[src/pipe_consts.svh]
`ifndef PIPE_CONSTS_SVH
`define PIPE_CONSTS_SVH

// datapath and address widths of the MIPS-style slice
`define DATA_W      32
`define ADDR_W      32

`define NUM_REGS    32  // register 0 is hardwired to zero

// queue entries, also the producer's credits at reset
`define QUEUE_DEPTH 4

`define IN_CREDITS  1   // instruction slots the external source may fill

`endif
[src/exPkg.sv]
`default_nettype none

`include "pipe_consts.svh"

package exPkg;

    typedef logic [$clog2(`NUM_REGS)-1:0] regIdx;
    typedef logic [`DATA_W-1:0]           dataWord;
    typedef logic [`ADDR_W-1:0]           addrWord;

    typedef enum logic [2:0] {
        aluAdd,
        aluSub,
        aluAnd,
        aluOr,
        aluSlt,
        aluNor
    } aluOp;

    typedef struct packed {
        regIdx   rs;
        regIdx   rt;
        regIdx   rd;
        dataWord imm;        // already sign extended by decode
        addrWord pcPlus4;
        aluOp    aluOp;
        logic    aluSrcB;    // set selects the immediate as operand B
        logic    regDst;     // set selects rd, clear selects rt
        logic    regWrite;
        logic    memWrite;
        logic    memToReg;
        logic    branchReq;
    } decodedInstr;

    // instruction after operand read, rs is no longer needed
    typedef struct packed {
        dataWord dataA;
        dataWord dataB;
        regIdx   rt;
        regIdx   rd;
        dataWord imm;
        addrWord pcPlus4;
        aluOp    aluOp;
        logic    aluSrcB;
        logic    regDst;
        logic    regWrite;
        logic    memWrite;
        logic    memToReg;
        logic    branchReq;
    } exPacket;

    typedef struct packed {
        logic    valid;
        regIdx   idx;
        dataWord data;
    } wbBus;

    typedef struct packed {
        dataWord aluOut;
        logic    zero;
        dataWord writeData;  // store data for the memory stage
        regIdx   writeReg;
        logic    regWrite;
        logic    memWrite;
        logic    memToReg;
        logic    branchReq;
        logic    branchTaken;
        addrWord branchAddr;
    } exResult;

endpackage

`default_nettype wire

[src/exSubsystem.sv]
`timescale 1ns/1ps
`default_nettype none

module exSubsystem
    import exPkg::*;
(
    input  logic        i_clk,
    input  logic        i_rstN,
    input  logic        i_instrValid,
    input  decodedInstr i_instr,
    output logic        o_instrCredit,
    output logic        o_resValid,
    output exResult     o_result,
    input  logic        i_resCredit
);

    logic    push;
    logic    pop;
    logic    queueCredit;
    logic    notEmpty;
    exPacket packet;
    exPacket head;
    wbBus    wb;      // execute back to the register file

    operandIssue uIssue (
        .i_clk         (i_clk),
        .i_rstN        (i_rstN),
        .i_instrValid  (i_instrValid),
        .i_instr       (i_instr),
        .o_instrCredit (o_instrCredit),
        .o_push        (push),
        .o_packet      (packet),
        .i_queueCredit (queueCredit),
        .i_wb          (wb)
    );

    issueQueue uQueue (
        .i_clk      (i_clk),
        .i_rstN     (i_rstN),
        .i_push     (push),
        .i_packet   (packet),
        .i_pop      (pop),
        .o_head     (head),
        .o_notEmpty (notEmpty),
        .o_credit   (queueCredit)
    );

    executeStage uExec (
        .i_clk       (i_clk),
        .i_rstN      (i_rstN),
        .i_head      (head),
        .i_notEmpty  (notEmpty),
        .o_pop       (pop),
        .o_resValid  (o_resValid),
        .o_result    (o_result),
        .i_resCredit (i_resCredit),
        .o_wb        (wb)
    );

endmodule

`default_nettype wire

[src/executeStage.sv]
`timescale 1ns/1ps
`default_nettype none

`include "pipe_consts.svh"

module executeStage
    import exPkg::*;
(
    input  logic    i_clk,
    input  logic    i_rstN,
    input  exPacket i_head,
    input  logic    i_notEmpty,
    output logic    o_pop,
    output logic    o_resValid,
    output exResult o_result,
    input  logic    i_resCredit,
    output wbBus    o_wb
);

    localparam int CntW = $clog2(`QUEUE_DEPTH + 1);

    logic [CntW-1:0] outCredits;   // free slots downstream of the result port
    dataWord         opB;
    dataWord         aluOut;
    exResult         res;
    logic            wbValid;
    regIdx           wbIdx;
    dataWord         wbData;

    assign o_pop = i_notEmpty && (outCredits != '0);

    always_comb begin
        opB = i_head.aluSrcB ? i_head.imm : i_head.dataB;
        case (i_head.aluOp)
            aluAdd:  aluOut = i_head.dataA + opB;
            aluSub:  aluOut = i_head.dataA - opB;
            aluAnd:  aluOut = i_head.dataA & opB;
            aluOr:   aluOut = i_head.dataA | opB;
            aluSlt:  aluOut = {{(`DATA_W-1){1'b0}}, $signed(i_head.dataA) < $signed(opB)};
            aluNor:  aluOut = ~(i_head.dataA | opB);
            default: aluOut = '0;
        endcase
    end

    always_comb begin
        res.aluOut      = aluOut;
        res.zero        = (aluOut == '0);
        res.writeData   = i_head.dataB;  // register value even when the immediate was used
        res.writeReg    = i_head.regDst ? i_head.rd : i_head.rt;
        res.regWrite    = i_head.regWrite;
        res.memWrite    = i_head.memWrite;
        res.memToReg    = i_head.memToReg;
        res.branchReq   = i_head.branchReq;
        res.branchTaken = i_head.branchReq && res.zero;
        // word offset, the two low bits of the immediate are dropped
        res.branchAddr  = i_head.pcPlus4 + addrWord'({i_head.imm[`DATA_W-1:2], 2'b00});
    end

    always_ff @(posedge i_clk) begin
        if (o_pop) begin
            o_result <= res;
            wbIdx    <= res.writeReg;
            wbData   <= res.aluOut;
        end
    end

    always_ff @(posedge i_clk or negedge i_rstN) begin
        if (!i_rstN) begin
            o_resValid <= 1'b0;
            wbValid    <= 1'b0;
        end else begin
            o_resValid <= o_pop;
            // loads would write back from memory, which is outside this slice
            wbValid    <= o_pop && res.regWrite && !res.memToReg && (res.writeReg != '0);
        end
    end

    assign o_wb.valid = wbValid;
    assign o_wb.idx   = wbIdx;
    assign o_wb.data  = wbData;

    always_ff @(posedge i_clk or negedge i_rstN) begin
        if (!i_rstN) begin
            outCredits <= CntW'(`QUEUE_DEPTH);
        end else if (o_pop && !i_resCredit) begin
            outCredits <= outCredits - 1'b1;
        end else if (!o_pop && i_resCredit) begin
            outCredits <= outCredits + 1'b1;
        end
    end

endmodule

`default_nettype wire

[src/issueQueue.sv]
`timescale 1ns/1ps
`default_nettype none

`include "pipe_consts.svh"

module issueQueue
    import exPkg::*;
#(
    parameter int DEPTH = `QUEUE_DEPTH
) (
    input  logic    i_clk,
    input  logic    i_rstN,
    input  logic    i_push,
    input  exPacket i_packet,
    input  logic    i_pop,
    output exPacket o_head,
    output logic    o_notEmpty,
    output logic    o_credit
);

    localparam int PtrW = (DEPTH > 1) ? $clog2(DEPTH) : 1;
    localparam int CntW = $clog2(DEPTH + 1);

    exPacket         mem [DEPTH];
    logic [PtrW-1:0] wrPtr;
    logic [PtrW-1:0] rdPtr;
    logic [CntW-1:0] count;

    assign o_head     = mem[rdPtr];
    assign o_notEmpty = (count != '0);

    always_ff @(posedge i_clk) begin
        if (i_push) begin
            mem[wrPtr] <= i_packet;
        end
    end

    // the producer only pushes with a credit in hand, so there is no full check
    always_ff @(posedge i_clk or negedge i_rstN) begin
        if (!i_rstN) begin
            wrPtr    <= '0;
            rdPtr    <= '0;
            count    <= '0;
            o_credit <= 1'b0;
        end else begin
            if (i_push) begin
                wrPtr <= (wrPtr == PtrW'(DEPTH - 1)) ? '0 : wrPtr + 1'b1;
            end
            if (i_pop) begin
                rdPtr <= (rdPtr == PtrW'(DEPTH - 1)) ? '0 : rdPtr + 1'b1;
            end
            if (i_push && !i_pop) begin
                count <= count + 1'b1;
            end else if (!i_push && i_pop) begin
                count <= count - 1'b1;
            end
            o_credit <= i_pop;  // one credit back per freed entry
        end
    end

endmodule

`default_nettype wire

[src/operandIssue.sv]
`timescale 1ns/1ps
`default_nettype none

`include "pipe_consts.svh"

module operandIssue
    import exPkg::*;
(
    input  logic        i_clk,
    input  logic        i_rstN,
    input  logic        i_instrValid,
    input  decodedInstr i_instr,
    output logic        o_instrCredit,
    output logic        o_push,
    output exPacket     o_packet,
    input  logic        i_queueCredit,
    input  wbBus        i_wb
);

    localparam int CntW = $clog2(`QUEUE_DEPTH + 1);

    decodedInstr          held;
    logic                 holdValid;
    dataWord              regFile [`NUM_REGS];
    logic [`NUM_REGS-1:0] busy;          // one bit per register with a result in flight
    logic [CntW-1:0]      queueCredits;
    regIdx                dest;
    logic                 writesReg;
    logic                 hazard;
    logic                 issue;

    assign dest = held.regDst ? held.rd : held.rt;

    // only these instructions come back on the writeback bus
    assign writesReg = held.regWrite && !held.memToReg && (dest != '0);

    assign hazard = busy[held.rs] || busy[held.rt] || busy[dest];
    assign issue  = holdValid && !hazard && (queueCredits != '0);

    assign o_instrCredit = issue;  // the slot is free again after this edge
    assign o_push        = issue;

    always_comb begin
        o_packet.dataA     = (held.rs == '0) ? '0 : regFile[held.rs];
        o_packet.dataB     = (held.rt == '0) ? '0 : regFile[held.rt];
        o_packet.rt        = held.rt;
        o_packet.rd        = held.rd;
        o_packet.imm       = held.imm;
        o_packet.pcPlus4   = held.pcPlus4;
        o_packet.aluOp     = held.aluOp;
        o_packet.aluSrcB   = held.aluSrcB;
        o_packet.regDst    = held.regDst;
        o_packet.regWrite  = held.regWrite;
        o_packet.memWrite  = held.memWrite;
        o_packet.memToReg  = held.memToReg;
        o_packet.branchReq = held.branchReq;
    end

    always_ff @(posedge i_clk or negedge i_rstN) begin
        if (!i_rstN) begin
            holdValid <= 1'b0;
        end else if (i_instrValid) begin
            holdValid <= 1'b1;
        end else if (issue) begin
            holdValid <= 1'b0;
        end
    end

    always_ff @(posedge i_clk) begin
        if (i_instrValid) begin
            held <= i_instr;
        end
    end

    // writeback and issue never hit the same bit, a busy destination stalls issue
    always_ff @(posedge i_clk or negedge i_rstN) begin
        if (!i_rstN) begin
            busy <= '0;
        end else begin
            if (i_wb.valid) begin
                busy[i_wb.idx] <= 1'b0;
            end
            if (issue && writesReg) begin
                busy[dest] <= 1'b1;
            end
        end
    end

    always_ff @(posedge i_clk or negedge i_rstN) begin
        if (!i_rstN) begin
            for (int i = 0; i < `NUM_REGS; i++) begin
                regFile[i] <= '0;
            end
        end else if (i_wb.valid) begin
            regFile[i_wb.idx] <= i_wb.data;
        end
    end

    always_ff @(posedge i_clk or negedge i_rstN) begin
        if (!i_rstN) begin
            queueCredits <= CntW'(`QUEUE_DEPTH);
        end else if (issue && !i_queueCredit) begin
            queueCredits <= queueCredits - 1'b1;
        end else if (!issue && i_queueCredit) begin
            queueCredits <= queueCredits + 1'b1;
        end
    end

endmodule

`default_nettype wire

[config.mk]
export PLATFORM = sky130hd
export DESIGN_NAME = exSubsystem
export DESIGN_NICKNAME = d
export VERILOG_FILES = /design/src/exPkg.sv /design/src/exSubsystem.sv /design/src/executeStage.sv /design/src/issueQueue.sv /design/src/operandIssue.sv
export VERILOG_INCLUDE_DIRS = /design/src /design/src/src
export SDC_FILE = /design/constraint.sdc
export NUM_CORES = 2
export LEC_CHECK = 0
export BUFFER_PORTS_ARGS = -buffer_cell sky130_fd_sc_hd__buf_2
export CORE_ASPECT_RATIO = 0.75
export CORE_MARGIN = 2
export CORE_UTILIZATION = 35
export DETAILED_ROUTE_END_ITERATION = 10
export GPL_TIMING_DRIVEN = 0
export HOLD_SLACK_MARGIN = 0.15
export PLACE_DENSITY_LB_ADDON = 0.1
export SYNTH_ARGS = -nofsm -noshare
export SYNTH_HDL_FRONTEND = slang
export SYNTH_SLANG_ARGS = --single-unit
[constraint.sdc]
create_clock -name i_clk -period 9.7 [get_ports i_clk]
set_input_delay 1.94 -clock i_clk [delete_from_list [all_inputs] [get_ports i_clk]]
set_output_delay 1.94 -clock i_clk [all_outputs]
set_load 0.01 [all_outputs]
Word level (Yosys, flattened, before mapping)
Memory sizes are Yosys's and may differ from the RTL's.
Cells that the tools add are included.

word-level totals
  register bits after elaboration = 1267
  bits in writable memories = 588
  input port bits = 92
  output and inout bits = 109
  memories = 1

memory list
  name        words  bits a word  rd ports  clocked after Yosys merged registers in  write ports  line              RTL
  uQueue.mem  4      147          1         0                                        1            issueQueue.sv:24  exPacket mem [DEPTH];

operators by class
  add/subtract/negate cells = 11
  $lt $le $gt $ge = 11
  eq/ne operators = 7
  muxes and demuxes = 39
  bitwise gates (word level) = 9
  reduce and logical (&&, ||, !) cells = 41

operator list
  cell                                                                                  number
  1024-bit bitwise mux                                                                  1
  32-bit binary-select mux with 5-bit select                                            2
  32-bit 2-to-1 mux                                                                     10
  32-bit one-hot mux with 6 select lines                                                1
  32-bit demux with 5-bit select                                                        1
  32-bit adder                                                                          2
  32-bit bitwise AND                                                                    2
  32-bit NOT                                                                            2
  32-bit OR                                                                             2
  32-bit logical NOT                                                                    1
  32-bit < comparator                                                                   1
  32-bit subtractor                                                                     1
  5-bit by 6-bit < comparator with 1-bit output (second input constant)                 4
  1-bit logical AND                                                                     19
  6-bit greater-or-equal comparator (second input constant)                             3
  3-bit 2-to-1 mux                                                                      6
  5-bit NOT with 6-bit output                                                           3
  1-bit binary-select mux with 5-bit select                                             3
  1-bit demux with 5-bit select                                                         2
  5-bit by 1-bit greater-or-equal comparator with 1-bit output (second input constant)  2
  5-bit logical NOT                                                                     2
  5-bit 2-to-1 mux                                                                      2
  5-bit nonzero test                                                                    2
  3-bit by 1-bit adder with 3-bit output (second input constant)                        3
  14 further kinds                                                                      41

Depth between registers and ports, before layout
  word-level depth = 11
  mapped depth = 22
  gate-level depth less buffers = 17

Cells and area by module
From an unflattened synthesis, not the netlist that was laid out.

unflattened totals
  cell total of the unflattened synthesis = 5736
  area total of the unflattened synthesis = 92941.6 um^2

modules (own cells, without submodules)
  module        times used  cells each  area an instance (um^2)  seq. area each (um^2)
  operandIssue  1           3705        60285.3                  29169.2
  issueQueue    1           805         21652.0                  17857.1
  executeStage  1           1226        11004.3                  3339.5

Worst setup path after synthesis
OpenSTA, ideal clock, no wires.

  path type = flip-flop to flip-flop
  start point = reg uIssue.held, in the netlist uIssue.o_packet[4]
  end point = mem uQueue.mem[0][0] in the netlist's numbering, enable pin
  arrival time = 6.473 ns
  data required time = 9.176 ns
  setup slack = 2.703 ns
  cell stages (with the launch flop) = 12
  buffers on the path = 3
  clock period less this slack = 6.997 ns
  cell sequence = edfxtp_1 clkbuf_1 mux2i_1 clkbuf_1 mux4_2 nand3_1 o21ai_0 a311oi_1 nand3_1 nor3_1 clkbuf_1 and2_1

between the ends
  word-level cells in the longest chain between the ends = 9

ends and longest elaborated chain
  what                                       line                RTL
  start: declaration                         operandIssue.sv:22  decodedInstr held;
  start signal: assignment                   operandIssue.sv:71  held <= i_instr;
  5-bit 2-to-1 mux                           operandIssue.sv:32  assign dest = held.regDst ? held.rd : held.rt;
  1-bit binary-select mux with 5-bit select  operandIssue.sv:37  assign hazard = busy[held.rs] || busy[held.rt] || busy[dest];
  1-bit 2-to-1 mux (not written as such)     operandIssue.sv:37
  1-bit logical OR                           operandIssue.sv:37
  1-bit logical NOT                          operandIssue.sv:38  assign issue = holdValid && !hazard && (queueCredits != '0);
  1-bit logical AND (2 in series)            operandIssue.sv:38
  net o_instrCredit                          exSubsystem.sv:11   output logic o_instrCredit,
  1-bit 2-to-1 mux                           issueQueue.sv:33    if (i_push) begin
  1-bit 2-to-1 mux (not written as such)     issueQueue.sv:34    mem[wrPtr] <= i_packet;
  end: declaration                           issueQueue.sv:24

The timed path passes the listed nets, and every way through them passes these cells. The select of a mux whose other input is x is not followed.

==> impl_summary.md <==
Synth
Counting every instance in the synthesized netlist gives 5,559. The proportion of synthesized flip-flops having asynchronous set or reset is 0.578. The post-synthesis cell type count is 89. The netlist area before placement is about 0.091 mm2. After synthesis the netlist holds a flip-flop and latch count of 1,855. The yosys synthesis warning count is 0. Among all flip-flop cells after synthesis, the most frequent one is sky130_fd_sc_hd__dfrtp_1. The average cell area after synthesis is 16.4 um2. Yosys mapped a number of flops with a built-in enable equal to 783. Of the synthesized area, sequential elements account for 0.551. The number of nets handed over by synthesis was 5,791.

Final layout
The number of nets in the final layout is 6,233. The share of the core filled with cells is 0.402. The finished cells cover 0.104 mm2.

The share of layout cells above drive strength 1 is 0.406. From synthesis to final layout, the design area changed by 14.2%. Leaving out fill and tap cells, the most frequent cells in the layout are 1,070 x sky130_fd_sc_hd__dfrtp_1, 1,042 x sky130_fd_sc_hd__mux2_2, 815 x sky130_fd_sc_hd__mux4_2, 783 x sky130_fd_sc_hd__edfxtp_1, 330 x sky130_fd_sc_hd__clkbuf_1. The leading cell type in the layout, fill and taps excluded is sky130_fd_sc_hd__dfrtp_1.

Timing
The post-layout minimum cycle time is 9470 ps. Setup repair after global routing left no endpoint under its margin. In the finished design, the share of the clock period the worst path needs comes to 0.976.

In this run the tightest slew margin relative to its limit is -0.0391. The hold violation count in the final report is 0. The transition time at the pin with the least slew margin is 1560 ps.

Derived from the worst setup path, the maximum achievable clock frequency is roughly 110 MHz. For the final database, setup skew stands at around 88 ps. The setup violation total in the final timing report is 0. The worst setup margin is around 230 ps.

Hold is met by about 480 ps. Summed over all failing endpoints, the final setup total negative slack is 0 ps. The count of pins over their slew limit is 66.

Clock tree
In this run, CTS created clock tree buffers numbering 203. In this run the number of H-tree levels came out at 4. TritonCTS built the clock tree. Counting every sink on the clock net gives ~1,900.

The number of hold buffers added after CTS was 0. After clock tree synthesis, the clock-pin slew on the worst setup and hold paths is 60 ps. Buffers added to address setup during post-CTS repair amount to 0.

In this run the deepest clock path goes through 4 buffers. The library cell used as clock root buffer is sky130_fd_sc_hd__clkbuf_16. For the worst-skew pair, the clock arrives at the later sink with an insertion delay of just under 900 ps.

Place
Once detailed placement completed, the half-perimeter wirelength came to 241,000 um. The post-detailed-placement cell area is 0.0976 mm2. At the end of routability-driven placement, the weighted congestion stood at between 0.9 and 1.

The minimum setup slack after placement is -613 ps. The total of buffers placed on input and output ports is 200.

Power
The analysis attributes to net switching a power of 0.00398 W. The static leakage is 41.9 nW. The share of total power dissipated in the clock network is 0.468. The net switching fraction of the power is 0.233. The logic gate share of total power is 0.049. The share of total power dissipated in sequential elements is 0.484. Power spread over the standard cell area amounts to roughly 160 mW/mm2. Cell internal power was estimated by the tool at 0.0131 W. The maximum resistive drop on vdd is 140 uV.

Floorplan
The initial utilization of the core area, before any placement, comes to 0.352. Measured along the x axis, the die boundary spans 594 um. The standard-cell row count is 162.

The vertical die dimension is 447 um. The die covers 0.265 mm2. The boundary pin count is 201. The area of the placeable core is 0.260 mm2.

Global route
Entering global routing, the biggest net connects 157 pins. Summed over all layers, the global routing overflow is 0. The number of global-route vias before repair is 55,900. Across every metal layer, demand over resource in global routing totals 0.252. The first global-routing pass estimated 465,000 um of wire. The number of antenna violations at the first check in global routing is 20.

Detailed routing
The routed wire length is approximately 340,000 um. In this run, the number of DRC markers left after iteration 0 of detailed routing was 6,155. The via count normalized by instance count is 5.89. The number of antenna-violating nets in the routed design is 0.

The detail-routed net length per standard cell is roughly 35 um. The DRC violations left is 0. Detailed routing inserted a total of ~57,000 vias. For this run, the detailed router's first-pass iteration total came to 6.

Min path
The class of the worst hold path is reg -> reg.

Setup path
STA puts the critical path data required time at a little over 10,000 ps. The classification of the worst setup path is reg -> reg. The worst setup path is launched from a flip-flop. Data on the critical path arrives at its endpoint at ~10,000 ps. The category of the worst setup path capture point is a flip-flop.

Along the worst path, the maximum fanout reaches 10.

Outcome
The final reports fail on max-capacitance violations, max-slew violations. The run finished, with violations left.

Job
The number of max-cap violations is 10.
## sequential cells by signal, summed over array words and instances (netlist names)
register             count
uExec.o_resValid         1
uExec.o_result         107
uExec.outCredits         3
uExec.wbValid            1
uIssue.busy             32
uIssue.held              5
uIssue.holdValid         1
uIssue.o_packet         83
uIssue.queueCredits      3
uIssue.regFile        1024
uQueue.count             3
uQueue.mem             588
uQueue.rdPtr             2
uQueue.wrPtr             2
## cell type report
| cell class | instances | area [um2] |
|---|---|---|
| sequential | 1855 | 50300 |
| multi-input combinational | 3127 | 38900 |
| fill | 23800 | 155000 |
| tap | 3444 | 4310 |
| clock buffer | 266 | 5590 |
| inverter | 128 | 480 |
| clock inverter | 96 | 1090 |
| buffer | 448 | 1800 |
| timing repair buffer | 238 | 1850 |
| antenna | 7 | 17.5 |
## through the flow
step / cells / power [W]
final: 9609 / 0.0171
after global routing: 9602 / 0.0176
after CTS: 9599 / 0.0173
after detailed placement: 9238 / 0.00925
after global placement: 9203 / 0.00923
after floorplan: 5559 / 0.00877
## power groups by stage
stage | clock network, W | logic (W) | registers, W
2_1_floorplan | 0 | 0.000373 | 0.00840
4_1_cts | 0.00816 | 0.000832 | 0.00826
3_5_place_dp | 0 | 0.000831 | 0.00842
3_3_place_gp | 0 | 0.000802 | 0.00842
6_report | 0.00799 | 0.000831 | 0.00827
5_1_grt | 0.00848 | 0.000870 | 0.00827
## cell usage after synthesis (all sizes together) (15+ instances only)
| cell | count | share of area |
|---|---|---|
| nor2 | 196 | 0.0081 |
| a21o | 21 | 0.0017 |
| buf | 136 | 0.0058 |
| nor2b | 21 | 0.0014 |
| a22oi | 16 | 0.0013 |
| edfxtp | 783 | 0.26 |
| a21oi | 105 | 0.0058 |
| xnor2 | 45 | 0.0043 |
| mux4 | 815 | 0.20 |
| nand2 | 126 | 0.0052 |
| o21ai | 131 | 0.0072 |
| nor4 | 17 | 0.0013 |
| xor2 | 15 | 0.0014 |
| clkbuf | 313 | 0.013 |
| mux2i | 109 | 0.012 |
| ha | 134 | 0.018 |
| nor3 | 31 | 0.0018 |
| inv | 128 | 0.0053 |
| o21bai | 19 | 0.0016 |
| nand3 | 32 | 0.0018 |
| mux2 | 1042 | 0.13 |
| dfrtp | 1070 | 0.29 |
| nand2b | 16 | 0.0011 |
## worst paths after layout
path / from / endpoint / slack [ps] / cells past startpoint
worst min register to register: uQueue.count[2] / uQueue.count[2] / 480 / 1
worst min-delay path: uQueue.count[2] / uQueue.count[2] / 480 / 1
worst max register to register: uQueue.rdPtr[1] / uExec.o_result[74] / 230 / 20
min in group asynchronous: i_rstN / uIssue.regFile[1020] / 1030 / 1
max in group asynchronous: i_rstN / uIssue.regFile[109] / 5930 / 4
worst max-delay path: uQueue.rdPtr[1] / uExec.o_result[74] / 230 / 20
## routing by layer
metal  track usage  vias up  wire [um]
met3        0.0542      453      26100
met4        0.0687        0       9850
met5             0        -          0
met2         0.356     2284     141000
li1              -    22800          -
met1         0.389    31000     160000
## timing repair
item / 4_1_cts / 5_1_grt
endpoints found under the setup margin: 2 / 2
pin swaps: 0 / 0
gates resized for setup: 8 / 8
## critical path: stages, from the launching register on
cell                       delay, ps
sky130_fd_sc_hd__dfrtp_1         430
sky130_fd_sc_hd__buf_2           390
sky130_fd_sc_hd__buf_2           470
sky130_fd_sc_hd__clkbuf_1        780
sky130_fd_sc_hd__clkbuf_2        670
sky130_fd_sc_hd__mux4_2          460
sky130_fd_sc_hd__mux2i_1         530
sky130_fd_sc_hd__inv_1           230
sky130_fd_sc_hd__ha_1            270
sky130_fd_sc_hd__nor2b_1         150
sky130_fd_sc_hd__o31ai_1         690
sky130_fd_sc_hd__a21oi_1         260
sky130_fd_sc_hd__o211ai_1        590
sky130_fd_sc_hd__and2_1          280
sky130_fd_sc_hd__xnor2_1         130
sky130_fd_sc_hd__a21oi_1          80
sky130_fd_sc_hd__a211oi_1        900
sky130_fd_sc_hd__or4b_1          640
sky130_fd_sc_hd__nor4_2          380
sky130_fd_sc_hd__nand4_1         320
sky130_fd_sc_hd__nor4_2          470
## kinds of logic after synthesis
logic type                 synth area share
muxes                                 0.341
DFF                                   0.551
buffers and inverters                0.0239
and+or+nand+nor                      0.0275
AOI/OAI and AO/OA                    0.0309
adders and majority gates            0.0197
xor gates and xnor gates            0.00575
Power figures use the tool's default switching activity.
